## src/include/icache_defs.svh

```systemverilog
`ifndef ICACHE_DEFS_SVH
`define ICACHE_DEFS_SVH

// fetch address width and block size
`define ICACHE_ADDR_BITS 64
`define ICACHE_BLOCK_BITS 64

// address split: tag | index | offset
`define ICACHE_OFFSET_BITS 3
`define ICACHE_INDEX_BITS 5
`define ICACHE_TAG_BITS 56

// one line per index, direct mapped
`define ICACHE_LINES 32

// one table entry per memory transaction tag
`define ICACHE_TAGTAB_SIZE 16

// max prefetches in flight
`define ICACHE_PREF_DEPTH 8

`endif

```

## src/icache_pkg.sv

```systemverilog
`default_nettype none

`include "icache_defs.svh"

package icache_pkg;

	// fields of a fetch address
	typedef logic [`ICACHE_INDEX_BITS-1:0] line_index_t;
	typedef logic [`ICACHE_TAG_BITS-1:0] line_tag_t;
	typedef logic [`ICACHE_OFFSET_BITS-1:0] line_offset_t;

	// tag in the upper bits, byte offset in the lower bits
	typedef struct packed {
		line_tag_t tag;
		line_index_t index;
		line_offset_t offset;
	} fetch_fields_t;

	// same word seen as a plain address or as its cache fields
	typedef union packed {
		logic [`ICACHE_ADDR_BITS-1:0] raw;
		fetch_fields_t fields;
	} fetch_addr_t;

endpackage

`default_nettype wire

```

## src/icache_prefetch.sv

```systemverilog
`timescale 1ns/1ps
`default_nettype none

`include "icache_defs.svh"

module icache_prefetch (
	input wire clock,
	input wire reset,
	input wire branch_mispredict,
	input wire logic [`ICACHE_ADDR_BITS-1:0] pc_target,
	input wire pref_issued,
	input wire pref_done,
	output icache_pkg::fetch_addr_t pref_addr,
	output logic pref_request
);

	localparam int COUNT_BITS = $clog2(`ICACHE_PREF_DEPTH + 1);

	// distance between two consecutive blocks
	localparam logic [`ICACHE_ADDR_BITS-1:0] BLOCK_STEP = {
		{(`ICACHE_ADDR_BITS - `ICACHE_OFFSET_BITS - 1){1'b0}},
		1'b1,
		{`ICACHE_OFFSET_BITS{1'b0}}
	};

	logic [COUNT_BITS-1:0] pending_count;
	logic active;

	// idle until the first branch target is known
	assign pref_request = active && (pending_count < `ICACHE_PREF_DEPTH);

	always_ff @(posedge clock) begin
		if (reset) begin
			active <= 1'b0;
			pref_addr <= '0;
		end else if (branch_mispredict) begin
			// restart at the block of the new target
			active <= 1'b1;
			pref_addr.raw <= {
				pc_target[`ICACHE_ADDR_BITS-1:`ICACHE_OFFSET_BITS],
				{`ICACHE_OFFSET_BITS{1'b0}}
			};
		end else if (pref_issued) begin
			pref_addr.raw <= pref_addr.raw + BLOCK_STEP;
		end
	end

	// fills still arrive after a mispredict, so the count is never cleared by it.
	// a prefetch that hits raises issued and done together and leaves the count alone
	always_ff @(posedge clock) begin
		if (reset) begin
			pending_count <= '0;
		end else begin
			case ({pref_issued, pref_done})
				2'b10: pending_count <= pending_count + 1'b1;
				2'b01: pending_count <= pending_count - 1'b1;
				default: pending_count <= pending_count;
			endcase
		end
	end

endmodule

`default_nettype wire

```

## config.mk

```make
export PLATFORM = sky130hd
export DESIGN_NAME = icache_prefetch
export DESIGN_NICKNAME = d
export VERILOG_FILES = /design/src/icache_pkg.sv /design/src/icache_prefetch.sv
export VERILOG_INCLUDE_DIRS = /design/src /design/src/include
export SDC_FILE = /design/constraint.sdc
export NUM_CORES = 1
export LEC_CHECK = 0
export BUFFER_PORTS_ARGS = -buffer_cell sky130_fd_sc_hd__buf_2
export CORE_AREA = 2 2 105 107
export CTS_CLUSTER_SIZE = 8
export DETAILED_ROUTE_END_ITERATION = 10
export DIE_AREA = 0 0 107 109
export GPL_TIMING_DRIVEN = 0
export SLEW_MARGIN = 0
export SYNTH_ARGS = -nofsm -noshare
export SYNTH_HDL_FRONTEND = slang
export SYNTH_SLANG_ARGS = --single-unit
```

## constraint.sdc

```tcl
create_clock -name clock -period 5.25 [get_ports clock]
set_clock_uncertainty 0.05 [all_clocks]
set_input_delay 1.575 -clock clock [delete_from_list [all_inputs] [get_ports clock]]
set_output_delay 1.575 -clock clock [all_outputs]
set_load 0.1 [all_outputs]
```

==> impl_metrics.yaml <==
status:
  status: "finished, final reports clean"
sta:
  rsz0062_at_grt: "no"
  setup_tns_ns: 0
  maxSlewHeadroom_pct: 52.62
  period_needed_ns: 3.361
  setup_viol_count_final: 0
  clock.fmax_ghz: 0.2976
  period_share_pct: 64.01
  worst_pin_slew_ns: 0.7053
  slew_violations: 0
  hold_viol_final: 0
floorplan:
  io_pins: 134
  die_h_um: 109
  die_area_um2: 11660
  dieWidth_um: 107
  start_util_pct: 38.81
  rows: 38
  core_um2: 10600
pwr:
  vdd_drop_max_mv: 0.1178
  cellPowerDensity_nw_per_um2: 290.8
  power_leakage_nw: 2.065
  finalPower_mw: 1.490
drt:
  wire_per_inst_um: 17.34
  drt_iter0_markers: 293
  dr_total_vias: 4589
  drc_errors: 0
  drt-total-wl_mm: 13.98
  firstDrtPassIters: 5
  ant_nets: 0
  vias_per_cell: 5.694
grt:
  grt_overflow: 0
  antenna_found_initial: 0
  grt_max_degree: 11
  grt.total_usage_pct: 23.94
  grt_pass1_vias: 4390
  grt_pass1_wl_mm: 22.02
clock_tree:
  htreeDepth: 3
  cts_buffer_depth: 2
  clock-root-buffer: "clkbuf_8"
  cts_made_buffers: 9
  clkSinkCount: 66
  postCtsSetupBuffers: 0
  clkTransAtPathRegs_ns: 0.08
  ctsHoldBuffers: 0
  clk_latency_ns: 0.35
  post_cts_resize_count: 0
  cts_tree: "yes"
placement:
  gp_routability_congestion: 0.9225
  post-dp-hpwl_mm: 10.65
  port_buffers: 125
  place_area_um2: 4923
  dp_cells: 790
yosys:
  synthCells: 523
  ys.flop_type: "dfxtp_1"
  netlist_top_cells_count: "69 x nor2_1, 66 x dfxtp_1, 37 x nand2_1"
  ys_ff_latch: 66
  yosysMostFrequentCell: "nor2_1"
  synth_top_area_cell: "dfxtp_1"
  ys_types: 57
  avgSynthCellArea_um2: 7.868
  yosys-top-cells-area: "dfxtp_1 32%, nor2_1 6.3%, nand4_1 5.0%"
  synth-seq-area-share_pct: 32.11
  synth_top_area_share_pct: 32.11
  ys_warn_count: 0
  async_flop_share_pct: 0
  synth.cell_area_um2: 4115
  synth-edff-count: 0
critical_path:
  worst-path-max-fanout: 9
  start_kind: "input pin"
  critPathRequiredTime_ns: 5.46
  cp-end-kind: "flip-flop"
  crit_type: "in2reg"
  cp.arrival_ns: 3.57
  r2r_cells: 6
cells_and_area:
  stdcell_count: 806
  final_core_util_pct: 48.34
  design_area_um2: 5125
  n_antenna_cell: 0
  syn_to_final_growth_pct: 24.54
  drive_above_1_share_pct: 24.47
  nNetsFinal: 735
  n_fill_cell: 1088
worst_hold_path:
  whs_path_depth: 2
  holdCritPathClass: "reg2reg"
run:
  maxCapViolCount: 0
==> state kept, by name, indices dropped and copies added (netlist names) <==
register,count
pref_addr,61
pending_count,4
active,1
==> power breakdown <==
group / internal [mW] / total (mW) / switching, mW
Combinational: 0.0956 / 0.453 / 0.357
Sequential: 0.540 / 0.598 / 0.0583
Clock: 0.236 / 0.439 / 0.203
Total: 0.871 / 1.49 / 0.619
==> critical path: stages <==
cell and delay, ns:
buf_2 0.18, nand2_1 0.16, nor4_1 0.58, nand3_1 0.36, o311a_1 0.46, a2111oi_2 0.26
==> path summary, 6_finish.rpt <==
path                start       endpoint  slack (ns)
max reg2reg  pref_addr[3]  pref_addr[53]        2.66
min reg2reg        active         active        0.42
max           pref_issued  pref_addr[53]        1.89
min                active         active        0.42
==> placed cells by master, fill, tap and decap left out, types with 8 or more instances in the layout <==
master,n
nor2_1,69
nand3_1,29
and4_1,8
xor2_1,19
nand2_1,37
clkbuf_1,21
or3_1,14
a211oi_1,27
nand4_1,33
inv_1,18
and3_1,14
xnor2_1,16
dfxtp_1,66
clkbuf_8,14
nor3_1,19
buf_2,126
a21oi_1,13
o21ai_0,9
nor4_1,24
==> per-stage QoR <==
| step | hold slack [ns] | worst slack [ns] |
|---|---|---|
| final | 0.4213 | 1.889 |
| after floorplan | 0.3823 | 1.904 |
| after global placement | 0.3972 | 1.582 |
| after detailed placement | 0.4085 | 1.541 |
| after CTS | 0.4269 | 1.921 |
| after global routing | 0.4748 | 1.709 |
==> per-layer routing <==
metal	vias to the layer above	GRT usage [%]	share of wire, %
li1	2239	-	-
met5	-	0	0
met2	200	39.99	46
met1	2124	30.65	44
met4	0	8.442	2.4
met3	26	5.081	7.6
==> layout make-up <==
| cell class | count | area [um2] | area share (%) |
|---|---|---|---|
| multi-input combinational | 410 | 2601 | 50.76 |
| sequential | 66 | 1321 | 25.78 |
| timing repair buffer | 125 | 625.6 | 12.21 |
| clock buffer | 15 | 196.4 | 3.833 |
| tap | 140 | 175.2 | 3.418 |
| buffer | 30 | 128.9 | 2.515 |
| inverter | 19 | 71.32 | 1.392 |
| clock inverter | 1 | 5.005 | 0.09766 |
==> cell families (layout without fill, tap and decap cells) <==
group                      after synthesis  in the layout  share of synthesized area, %
AOI/OAI and AO/OA                       82             82                         14.81
xor gates and xnor gates                35             35                         7.449
adders and majority gates                5              5                         1.703
buffers and inverters                   49            190                         4.864
DFF                                     66             66                         32.11
muxes                                    8              8                         1.976
other                                    1              3                       0.09113
and+or+nand+nor                        277            277                         37.00
No activity file was read; power rests on OpenSTA's default activity.
