`src/include/icache_defs.svh`:
```
`ifndef ICACHE_DEFS_SVH
`define ICACHE_DEFS_SVH

// fetch address width and block size
`define ICACHE_ADDR_BITS 64
`define ICACHE_BLOCK_BITS 64

// address split: tag | index | offset
`define ICACHE_OFFSET_BITS 3
`define ICACHE_INDEX_BITS 5
`define ICACHE_TAG_BITS 56

// one line per index, direct mapped
`define ICACHE_LINES 32

// one table entry per memory transaction tag
`define ICACHE_TAGTAB_SIZE 16

// max prefetches in flight
`define ICACHE_PREF_DEPTH 8

`endif

```
`src/icache_pkg.sv`:
```
`default_nettype none

`include "icache_defs.svh"

package icache_pkg;

	// fields of a fetch address
	typedef logic [`ICACHE_INDEX_BITS-1:0] line_index_t;
	typedef logic [`ICACHE_TAG_BITS-1:0] line_tag_t;
	typedef logic [`ICACHE_OFFSET_BITS-1:0] line_offset_t;

	// tag in the upper bits, byte offset in the lower bits
	typedef struct packed {
		line_tag_t tag;
		line_index_t index;
		line_offset_t offset;
	} fetch_fields_t;

	// same word seen as a plain address or as its cache fields
	typedef union packed {
		logic [`ICACHE_ADDR_BITS-1:0] raw;
		fetch_fields_t fields;
	} fetch_addr_t;

endpackage

`default_nettype wire

```
`src/icache_mem.sv`:
```
`timescale 1ns/1ps
`default_nettype none

`include "icache_defs.svh"

module icache_mem (
	input wire clock,
	input wire reset,
	input wire icache_pkg::line_index_t demand_index,
	input wire icache_pkg::line_tag_t demand_tag,
	input wire icache_pkg::line_index_t pref_index,
	input wire icache_pkg::line_tag_t pref_tag,
	input wire fill_enable,
	input wire icache_pkg::line_index_t fill_index,
	input wire icache_pkg::line_tag_t fill_tag,
	input wire logic [`ICACHE_BLOCK_BITS-1:0] fill_data,
	output logic demand_hit,
	output logic pref_hit,
	output logic [`ICACHE_BLOCK_BITS-1:0] demand_data
);

	logic [`ICACHE_LINES-1:0] line_valid;
	icache_pkg::line_tag_t line_tag [`ICACHE_LINES];
	logic [`ICACHE_BLOCK_BITS-1:0] line_data [`ICACHE_LINES];

	// line present and holding the wanted block
	function automatic logic line_match(
		input icache_pkg::line_index_t index,
		input icache_pkg::line_tag_t tag
	);
		return line_valid[index] && (line_tag[index] == tag);
	endfunction

	// both ports read combinationally
	assign demand_hit = line_match(demand_index, demand_tag);
	assign pref_hit = line_match(pref_index, pref_tag);
	assign demand_data = line_data[demand_index];

	always_ff @(posedge clock) begin
		if (reset) begin
			line_valid <= '0;
		end else if (fill_enable) begin
			line_valid[fill_index] <= 1'b1;
		end
	end

	// fill replaces whatever block was at the index
	always_ff @(posedge clock) begin
		if (fill_enable) begin
			line_tag[fill_index] <= fill_tag;
			line_data[fill_index] <= fill_data;
		end
	end

endmodule

`default_nettype wire

```
`config.mk`:
```
export PLATFORM = sky130hd
export DESIGN_NAME = icache_mem
export DESIGN_NICKNAME = d
export VERILOG_FILES = /design/src/icache_pkg.sv /design/src/icache_mem.sv
export VERILOG_INCLUDE_DIRS = /design/src /design/src/include
export SDC_FILE = /design/constraint.sdc
export NUM_CORES = 2
export LEC_CHECK = 0
export ABC_CLOCK_PERIOD_IN_PS = 14300
export BUFFER_PORTS_ARGS = -buffer_cell sky130_fd_sc_hd__buf_4
export CORE_MARGIN = 10
export CORE_UTILIZATION = 25
export CTS_BUF_LIST = sky130_fd_sc_hd__clkbuf_4 sky130_fd_sc_hd__clkbuf_8
export DETAILED_ROUTE_END_ITERATION = 6
export PLACE_DENSITY = 0.51
export SETUP_SLACK_MARGIN = 0.15
export SLEW_MARGIN = 0
export SYNTH_ARGS = -nofsm -noshare
export SYNTH_HDL_FRONTEND = slang
export SYNTH_SLANG_ARGS = --single-unit
```
`constraint.sdc`:
```
create_clock -name clock -period 14.3 [get_ports clock]
set_clock_uncertainty 0.2 [all_clocks]
set_input_delay 2.86 -clock clock [delete_from_list [all_inputs] [get_ports clock]]
set_output_delay 2.86 -clock clock [all_outputs]
set_load 0.005 [all_outputs]
```
==> results.sh <==
export IMPL_pwr_share_seq=0.524
export IMPL_yosys_area_share_simple=0.0217
export IMPL_yosys_warnings=0
export IMPL_layout_common_cells="3840 x edfxtp_1, 1390 x mux4_2, 647 x clkbuf_8"
export IMPL_layout_nets=8740
export IMPL_criticalPathCategory="input port to primary output"
export IMPL_cts_root_buf="clkbuf_8"
export IMPL_n_fill_cell=64100
export IMPL_finalCritPeriodShare=0.806
export IMPL_layout_commonest_cell="edfxtp_1"
export IMPL_netlist_instances=7768
export IMPL_synth_seq_cells=3872
export IMPL_synthXorXnorAreaFrac=0.00560
export IMPL_fmax_mhz=86.8
export IMPL_ir_worst_vdd_mv=0.112
export IMPL_timing_hold_ws_ns=0.301
export IMPL_io_buffers=315
export IMPL_run_status="complete, but fails checks"
export IMPL_multi_input_area_um2=45500
export IMPL_cap_viol_max_count=1
export IMPL_vias=92100
export IMPL_final_hold_viol_count=0
export IMPL_clockBufferDepth=4
export IMPL_synth_edf_count=3840
export IMPL_viasPerCell=5.21
export IMPL_hpwl_um=355000
export IMPL_initial_core_util=0.251
export IMPL_finalWeightedCongestion=0.907
export IMPL_yosysTopAreaCell="edfxtp_1"
export IMPL_ys_seq_area_frac=0.707
export IMPL_final_antenna_net_count=0
export IMPL_crit_top_cell="buf_4"
export IMPL_routedWlPerCell_um=35.1
export IMPL_antenna_found_initial=118
export IMPL_slew_violations=0
export IMPL_hold_path_class="register to register"
export IMPL_violations="max-capacitance violations"
export IMPL_dp_cells=16500
export IMPL_synth_area_leaders="edfxtp_1 70%, mux4_2 19%, mux2i_1 2.6%"
export IMPL_path_clk_slew_ns=0.06
export IMPL_cts_htree_levels=6
export IMPL_rsz0062_at_grt="no"
export IMPL_cp_slowest_cell="a221oi_1"
export IMPL_crit_fanout=81
export IMPL_finalWorstSetupSlack_ns=2.77
export IMPL_firstDrtPassIters=7
export IMPL_grt_usage=0.173
export IMPL_numCtsBuffers=639
export IMPL_synth_compound_area_frac=0.0273
export IMPL_yosysTopAreaCellShare=0.703
export IMPL_synth_top_family_by_area="multiplexers"
export IMPL_cpPeakStageDelay_ns=0.89
export IMPL_grt_pass1_wl_um=831000
export IMPL_tightest_slew_ns=1.48
export IMPL_synth_distinct_cells=81
export IMPL_totalWireLength_um=620000
export IMPL_cts_sinks=3872
export IMPL_intPower_mw=18.2
export IMPL_grt_max_degree=155
export IMPL_synthAdderAreaFrac=0
export IMPL_pre_cts_ws_ns=2.90
export IMPL_worstSkewPairLatency_ns=1.27
export IMPL_postSynthAreaPerCell_um2=21.1
export IMPL_die_h_um=830
export IMPL_ff_latch_area_um2=116000
export IMPL_syn_nets=8018
export IMPL_pin_count=316
export IMPL_drc_errors=0
export IMPL_grt_pass1_vias=93800
export IMPL_drt_iter0_drc=12000
export IMPL_syn_area_um2=164000
export IMPL_critical_path_required_ns=11.24
export IMPL_synth_mux_area_frac=0.221
export IMPL_crit_path_start_kind="input port"
export IMPL_power_frac_clock=0.395
export IMPL_drive_gt1_frac=0.340
export IMPL_power_net_switching_mw=5.94
export IMPL_relSlewSlack=0.0127
export IMPL_area_growth_syn_to_layout_pct=15.4
export IMPL_setup_viol=0
export IMPL_pwr_share_comb=0.081
export IMPL_ctsResizeCount=0
export IMPL_power_density_nw_per_um2=128
export IMPL_postSynth_asyncResetShare=0
export IMPL_num_rows=297
export IMPL_core_area_um2=654000
export IMPL_die_area_um2=689000
export IMPL_die_w_um=830
export IMPL_p_leak_nw=59.1
export IMPL_hold_buffers=0
export IMPL_post_cts_buffers=0
export IMPL_min_period_ns=11.53
export IMPL_cp_cell_sequence="buf_16 -> buf_12 -> buf_4 -> mux4_2 -> a22o_1 -> a221oi_1 -> xnor2_1 -> a22oi_1 -> buf_4 -> nand4_1 -> nor4_1 -> and4_1 -> buf_4"
export IMPL_final_cells=17700
export IMPL_switching_share=0.246
export IMPL_cts_tree="built"
export IMPL_grt_overflow_total=0
export IMPL_synth_ff_type="edfxtp_1"
export IMPL_endpoint_kind="primary output"
export IMPL_crit_arrival_ns=8.47
export IMPL_fin_tns_setup_ns=0
==> synthesized netlist by cell type (15+ instances only) <==
master and count:
a21oi_1 62, a221oi_1 61, a22o_1 25, a22oi_1 146, a31oi_1 25, a32oi_1 15, and3_1 18, buf_1 46
buf_2 195, buf_4 63, buf_6 59, clkbuf_1 121, dfxtp_1 32, edfxtp_1 3840, inv_1 17, mux2_2 31
mux2i_1 420, mux4_2 1390, nand2_1 388, nand2b_1 19, nand3_1 54, nand4_1 24, nor2_1 184, nor2b_1 23
nor3_1 16, nor4_1 15, o211ai_1 24, o21ai_0 70, o221ai_1 18, o22ai_1 78, xnor2_1 52, xor2_1 53
==> cells by family after synthesis <==
family / after synthesis
AOI/OAI and AO/OA: 619
xor gates and xnor gates: 105
buffers and inverters: 516
DFF: 3872
muxes: 1854
and+or+nand+nor: 802
==> per-stage QoR <==
| stage | area, um2 | power [mW] | utilization |
|---|---|---|---|
| final | 189000 | 24.2 | 0.290 |
| after global routing | 189000 | 24.9 | 0.289 |
| after CTS | 189000 | 24.4 | 0.289 |
| after detailed placement | 177000 | 14.8 | 0.271 |
| after global placement | 177000 | 14.8 | 0.271 |
| after floorplan | 164000 | 13.9 | - |
==> final cells by class <==
| type | instances | area share |
|---|---|---|
| Timing Repair Buffer | 575 | 0.0255 |
| Clock buffer | 859 | 0.0554 |
| Tap cell | 8671 | 0.0573 |
| Multi-Input combinational cell | 3380 | 0.240 |
| Clock inverter | 254 | 0.00849 |
| Inverter | 22 | 0.000535 |
| Antenna cell | 28 | 0.000370 |
| Sequential cell | 3872 | 0.612 |
==> worst paths after layout <==
check                           slack (ns)  cells after the start             from              to
worst max register to register       13.47                      2   line_valid[20]  line_valid[20]
worst max-delay path                  2.77                     13  demand_index[0]      demand_hit
worst min-delay path                  0.30                      2   line_valid[10]  line_valid[10]
worst min register to register        0.30                      2   line_valid[10]  line_valid[10]
==> routing by layer <==
layer	up-vias	share of wire	wire (um)	global-route usage
li1	34900	-	-	-
met1	50600	0.39	244000	0.225
met2	5290	0.47	292000	0.279
met3	1230	0.093	57500	0.0431
met4	50	0.042	26000	0.0638
met5	-	0.00055	342	0
==> flip-flops by register name, summed over array words and instances, names as in the netlist <==
register,count
line_data,2048
line_valid,32
line_tag,1792
==> power by group through the flow <==
stage / Sequential, mW / Clock, mW / Combinational, mW
5_1_grt: 12.7 / 10.2 / 2.03
2_1_floorplan: 12.9 / 0 / 1.03
3_3_place_gp: 12.9 / 0 / 1.93
4_1_cts: 12.7 / 9.75 / 1.95
6_report: 12.7 / 9.55 / 1.95
3_5_place_dp: 12.9 / 0 / 1.95
==> critical path, delay by kind of cell <==
kind                   cells  cell delay, ns
buffers and inverters      5            1.94
AO/OA/AOI/OAI              3            1.44
AND/OR/NAND/NOR            3            1.02
multiplexers               1            0.70
XOR/XNOR                   1            0.16
Power figures use the tool's default switching activity.
