--- src/include/icache_defs.svh ---
`ifndef ICACHE_DEFS_SVH
`define ICACHE_DEFS_SVH

// fetch address width and block size
`define ICACHE_ADDR_BITS 64
`define ICACHE_BLOCK_BITS 64

// address split: tag | index | offset
`define ICACHE_OFFSET_BITS 3
`define ICACHE_INDEX_BITS 5
`define ICACHE_TAG_BITS 56

// one line per index, direct mapped
`define ICACHE_LINES 32

// one table entry per memory transaction tag
`define ICACHE_TAGTAB_SIZE 16

// max prefetches in flight
`define ICACHE_PREF_DEPTH 8

`endif

--- src/mem_bus_pkg.sv ---
`default_nettype none

package mem_bus_pkg;

	// command driven on the memory bus
	// the cache only ever issues loads
	typedef enum logic [1:0] {
		BUS_NONE = 2'd0,
		BUS_LOAD = 2'd1
	} bus_command_t;

	// transaction tag handed out by memory
	typedef logic [3:0] mem_tag_t;

	// response value for a stall, tag value for an idle cycle
	localparam mem_tag_t NO_TAG = 4'd0;

endpackage

`default_nettype wire

--- src/icache_pkg.sv ---
`default_nettype none

`include "icache_defs.svh"

package icache_pkg;

	// fields of a fetch address
	typedef logic [`ICACHE_INDEX_BITS-1:0] line_index_t;
	typedef logic [`ICACHE_TAG_BITS-1:0] line_tag_t;
	typedef logic [`ICACHE_OFFSET_BITS-1:0] line_offset_t;

	// tag in the upper bits, byte offset in the lower bits
	typedef struct packed {
		line_tag_t tag;
		line_index_t index;
		line_offset_t offset;
	} fetch_fields_t;

	// same word seen as a plain address or as its cache fields
	typedef union packed {
		logic [`ICACHE_ADDR_BITS-1:0] raw;
		fetch_fields_t fields;
	} fetch_addr_t;

endpackage

`default_nettype wire

--- src/icache_controller.sv ---
`timescale 1ns/1ps
`default_nettype none

`include "icache_defs.svh"

module icache_controller (
	input wire clock,
	input wire reset,
	input wire icache_pkg::fetch_addr_t proc2icache_addr,
	input wire mem_bus_pkg::bus_command_t proc2icache_command,
	input wire icache_pkg::fetch_addr_t pref_addr,
	input wire pref_request,
	input wire mem_bus_pkg::mem_tag_t mem2proc_response,
	input wire mem_bus_pkg::mem_tag_t mem2proc_tag,
	input wire logic [`ICACHE_BLOCK_BITS-1:0] mem2proc_data,
	input wire demand_hit,
	input wire pref_hit,
	input wire logic [`ICACHE_BLOCK_BITS-1:0] demand_data,
	output mem_bus_pkg::bus_command_t proc2mem_command,
	output logic [`ICACHE_ADDR_BITS-1:0] proc2mem_addr,
	output icache_pkg::line_index_t demand_index,
	output icache_pkg::line_index_t pref_index,
	output icache_pkg::line_tag_t demand_tag,
	output icache_pkg::line_tag_t pref_tag,
	output logic fill_enable,
	output icache_pkg::line_index_t fill_index,
	output icache_pkg::line_tag_t fill_tag,
	output logic [`ICACHE_BLOCK_BITS-1:0] fill_data,
	output logic [`ICACHE_BLOCK_BITS-1:0] data_out,
	output logic data_valid,
	output logic pref_issued,
	output logic pref_done
);

	// outstanding loads, entry number is the memory tag
	logic [`ICACHE_TAGTAB_SIZE-1:0] tab_valid;
	logic [`ICACHE_TAGTAB_SIZE-1:0] tab_pref;
	icache_pkg::line_index_t tab_index [`ICACHE_TAGTAB_SIZE];
	icache_pkg::line_tag_t tab_tag [`ICACHE_TAGTAB_SIZE];

	icache_pkg::fetch_addr_t demand_block;
	icache_pkg::fetch_addr_t pref_block;
	logic demand_load;
	logic demand_pending;
	logic pref_pending;
	logic demand_miss;
	logic pref_miss;
	logic pref_skip;
	logic fill_is_pref;
	logic issue_pref;
	logic accepted;

	assign demand_index = proc2icache_addr.fields.index;
	assign demand_tag = proc2icache_addr.fields.tag;
	assign pref_index = pref_addr.fields.index;
	assign pref_tag = pref_addr.fields.tag;

	assign demand_load = (proc2icache_command == mem_bus_pkg::BUS_LOAD);
	assign data_out = demand_data;
	assign data_valid = demand_load && demand_hit;

	// is the block already on its way from memory
	always_comb begin
		demand_pending = 1'b0;
		pref_pending = 1'b0;
		for (int i = 0; i < `ICACHE_TAGTAB_SIZE; i++) begin
			if (tab_valid[i] && tab_index[i] == demand_index && tab_tag[i] == demand_tag)
				demand_pending = 1'b1;
			if (tab_valid[i] && tab_index[i] == pref_index && tab_tag[i] == pref_tag)
				pref_pending = 1'b1;
		end
	end

	assign demand_miss = demand_load && !demand_hit && !demand_pending;
	assign pref_miss = pref_request && !pref_hit && !pref_pending;

	// returning data, steered to the line recorded with its tag
	assign fill_enable = (mem2proc_tag != mem_bus_pkg::NO_TAG) && tab_valid[mem2proc_tag];
	assign fill_is_pref = fill_enable && tab_pref[mem2proc_tag];
	assign fill_index = tab_index[mem2proc_tag];
	assign fill_tag = tab_tag[mem2proc_tag];
	assign fill_data = mem2proc_data;

	// a prefetch hit skips the bus, held off one cycle when a prefetch fill returns
	assign pref_skip = pref_request && pref_hit && !fill_is_pref;

	// demand miss first, prefetch miss otherwise
	always_comb begin
		demand_block = proc2icache_addr;
		demand_block.fields.offset = '0;
		pref_block = pref_addr;
		pref_block.fields.offset = '0;
		proc2mem_command = mem_bus_pkg::BUS_NONE;
		proc2mem_addr = demand_block.raw;
		issue_pref = 1'b0;
		if (demand_miss) begin
			proc2mem_command = mem_bus_pkg::BUS_LOAD;
		end else if (pref_miss) begin
			proc2mem_command = mem_bus_pkg::BUS_LOAD;
			proc2mem_addr = pref_block.raw;
			issue_pref = 1'b1;
		end
	end

	assign accepted = (proc2mem_command == mem_bus_pkg::BUS_LOAD) &&
		(mem2proc_response != mem_bus_pkg::NO_TAG);

	assign pref_issued = (accepted && issue_pref) || pref_skip;
	assign pref_done = fill_is_pref || pref_skip;

	// a tag freed and handed out again in one cycle stays valid
	always_ff @(posedge clock) begin
		if (reset) begin
			tab_valid <= '0;
		end else begin
			if (fill_enable)
				tab_valid[mem2proc_tag] <= 1'b0;
			if (accepted)
				tab_valid[mem2proc_response] <= 1'b1;
		end
	end

	always_ff @(posedge clock) begin
		if (accepted) begin
			tab_pref[mem2proc_response] <= issue_pref;
			tab_index[mem2proc_response] <= issue_pref ? pref_index : demand_index;
			tab_tag[mem2proc_response] <= issue_pref ? pref_tag : demand_tag;
		end
	end

endmodule

`default_nettype wire

--- config.mk ---
export PLATFORM = sky130hd
export DESIGN_NAME = icache_controller
export DESIGN_NICKNAME = d
export VERILOG_FILES = /design/src/mem_bus_pkg.sv /design/src/icache_pkg.sv /design/src/icache_controller.sv
export VERILOG_INCLUDE_DIRS = /design/src /design/src/include
export SDC_FILE = /design/constraint.sdc
export NUM_CORES = 2
export LEC_CHECK = 0
export BUFFER_PORTS_ARGS = -buffer_cell sky130_fd_sc_hd__buf_2
export CORE_ASPECT_RATIO = 1.2
export CORE_MARGIN = 4
export CORE_UTILIZATION = 25
export CTS_CLUSTER_DIAMETER = 80
export CTS_CLUSTER_SIZE = 14
export DETAILED_ROUTE_END_ITERATION = 6
export PLACE_DENSITY = 0.43
export REMOVE_ABC_BUFFERS = 1
export SYNTH_ARGS = -nofsm -noshare
export SYNTH_HDL_FRONTEND = slang
export SYNTH_SLANG_ARGS = --single-unit
--- constraint.sdc ---
create_clock -name clock -period 10.1 [get_ports clock]
set_clock_uncertainty 0.05 [all_clocks]
set_input_delay 2.02 -clock clock [delete_from_list [all_inputs] [get_ports clock]]
set_output_delay 2.02 -clock clock [all_outputs]
set_load 0.05 [all_outputs]
==> impl_metrics.json <==
{
  "clock-sinks": 1008,
  "wire_per_inst_um": 84.0,
  "gp_congestion": 1.19,
  "critPathMaxStageDelay_ps": 1190,
  "yosysTopAreaCellShare": 0.459,
  "max-slew-margin-rel": -0.293,
  "power_density_nw_per_um2": 158,
  "yosys_warnings": 0,
  "clockRootBuffer": "clkbuf_16",
  "worst_setup_path_start_kind": "input port",
  "arrival_ps": 8320,
  "place_ws_ps": 808,
  "status": "finished, violations left",
  "place_area_um2": 74100,
  "async_reset_ff_frac": 0,
  "ios": 652,
  "clock_latency_ps": 830,
  "synth_seq_area_share": 0.464,
  "violations": "DRC, capacitance limit, slew limit, setup timing",
  "final-setup-viol-count": 10,
  "grt-ovfl-total": 0,
  "p_leak_uw": 0.0255,
  "fin_crit_sh": 1.03,
  "maxCapViolCount": 8,
  "syn_area_um2": 64900,
  "crit_slowest_cell": "xnor2_1",
  "core_um2": 258000,
  "drt-total-wl_um": 791000,
  "period_needed_ps": 10390,
  "tightestPinTransition_ps": 1940,
  "ir_drop_mv": 0.136,
  "critPathMostFrequentCell": "buf_4",
  "end_kind": "output port",
  "power_frac_seq": 0.406,
  "drive_gt1_frac": 0.289,
  "firstDrtPassIters": 7,
  "synthCells": 5076,
  "final_cell_mix": "1083 x xnor2_1, 992 x edfxtp_1, 687 x buf_4",
  "io_buffers": 385,
  "rsz0062_at_grt": "false",
  "start_util": 0.252,
  "p_int_uw": 7520,
  "grt_pass1_vias": 57395,
  "cp.required_ps": 8030,
  "pwr-share-comb": 0.260,
  "swShare": 0.391,
  "antenna_found_initial": 157,
  "placed_cells": 9061,
  "final_hold_viol_count": 0,
  "hp-class": "reg2reg",
  "final_common_cell": "xnor2_1",
  "synth_edf_count": 992,
  "syn_area_per_cell_um2": 12.8,
  "fp.dieArea_um2": 268000,
  "path_buf_inv": 7,
  "max_clock_freq_ghz": 0.0963,
  "design_area_um2": 78000,
  "fin_ws_ps": -289,
  "drc": 5,
  "area_growth_syn_to_layout_pct": 20.1,
  "cts_setup_buffers": 0,
  "cp_max_fo": 11,
  "yosys.area.top_type": "edfxtp_1",
  "die_w_um": 473,
  "cp_top_family": "simple AND/OR/NAND/NOR gates",
  "synth_cell_types": 59,
  "fin_cells": 9422,
  "vias_per_cell": 7.12,
  "clkPwrFrac": 0.334,
  "track_usage": 0.569,
  "drtIter0Drc": 13632,
  "die_h_um": 566,
  "p_sw_uw": 4820,
  "dp_hpwl_um": 637000,
  "num_vias": 67117,
  "ctsHtreeMaxLevel": 3,
  "cts.clk_slew.worst_paths_ps": 70,
  "power_uw": 12300,
  "synth_seq_cells": 1008,
  "nNetsFinal": 6044,
  "numCtsBuffers": 104,
  "grt_pass1_wl_um": 921000,
  "cts_tree": "done",
  "synth_area_leaders": "edfxtp_1 46%, xnor2_1 15%, mux4_2 11%",
  "row_count": 204,
  "cts.path.max_buffers": 3,
  "maxSlewViolCount": 21,
  "cts_resized": 0,
  "synth_ff_type": "edfxtp_1",
  "grt_start_max_net_pins": 80,
  "ant_nets": 0,
  "crit_path_cell_trace": "buf_2 > xnor2_1 > nand4_1 > nor4_2 > buf_4 > nand2_1 > o32ai_1 > buf_4 > nor4b_1 > and3_1 > nor2b_4 > buf_12 > buf_12 > mux2i_1 > buf_4 > buf_2",
  "cts_hold_buf": 0,
  "critical_path_class": "in2out"
}
[layer usage]
| metal | vias to the layer above | GRT usage | routed length, µm |
|---|---|---|---|
| met1 | 35556 | 0.619 | 270000 |
| met3 | 2648 | 0.302 | 109000 |
| li1 | 20486 | - | - |
| met2 | 8387 | 0.758 | 307000 |
| met4 | 40 | 0.586 | 103000 |
| met5 | - | 0.0360 | 1390 |
[cell usage after synthesis (49+ instances only)]
library cell	number
xnor2_1	1102
edfxtp_1	992
xor2_1	362
buf_4	346
nand4_1	324
mux4_2	314
nor4_1	206
inv_1	204
nand2b_1	180
buf_2	148
o22ai_1	124
mux2i_1	106
o2111ai_1	60
clkbuf_1	55
o2bb2ai_1	49
[kinds of logic (layout without fill, tap and decap cells)]
logic type	Yosys count	after routing	synth area share
muxes	437	437	0.128
other	1	254	0.0000577
and+or+nand+nor	850	850	0.0801
buffers and inverters	820	1514	0.0721
DFF	1008	1008	0.464
AOI/OAI and AO/OA	496	496	0.0586
xor gates and xnor gates	1464	1464	0.197
[state kept, by name (all words and copies together) (netlist names)]
name and count:
tab_index 80, tab_pref 16, tab_tag 896, tab_valid 16
[path summary, 6_finish.rpt]
check                      start                to  slack (ps)  cells past startpoint
hold / removal      tab_valid[2]      tab_valid[2]         460                      2
setup reg to reg  tab_tag[9][36]    tab_tag[4][37]        3090                     12
setup / recovery   pref_addr[28]  proc2mem_addr[9]        -290                     16
hold reg to reg     tab_valid[2]      tab_valid[2]         460                      2
[worst reg2reg max path: cells and delay by family, from the launching register on]
kind                   cells  cell delay [ps]
AOI/OAI and AO/OA          3             1230
buffers and inverters      5             2690
and+or+nand+nor            4             1790
DFF                        1              830
[power groups by stage]
stage	combinational [µW]	clock [µW]	sequential, µW
after floorplan	980	0	4900
after global placement	2970	0	5070
after detailed placement	2950	0	5070
after CTS	2960	4100	4980
after global routing	3040	4250	4980
final	3210	4130	5010
[final cells by class]
class | count | area (µm²)
antenna | 188 | 470
clock buffer | 117 | 2680
inverter | 227 | 892
clock inverter | 51 | 593
timing repair buffer | 1119 | 8120
tap | 3399 | 4250
sequential | 1008 | 30100
fill | 26391 | 180000
multi-input combinational | 3313 | 30900
[stage by stage]
step / TNS, ps / utilization / hold slack [ps]
floorplan: -4138190 / - / 398
global placement: 0 / 0.287 / 435
detailed placement: 0 / 0.287 / 441
CTS: 0 / 0.300 / 456
global route: 0 / 0.301 / 473
finish: -985 / 0.302 / 459
Power figures use the tool's default switching activity.
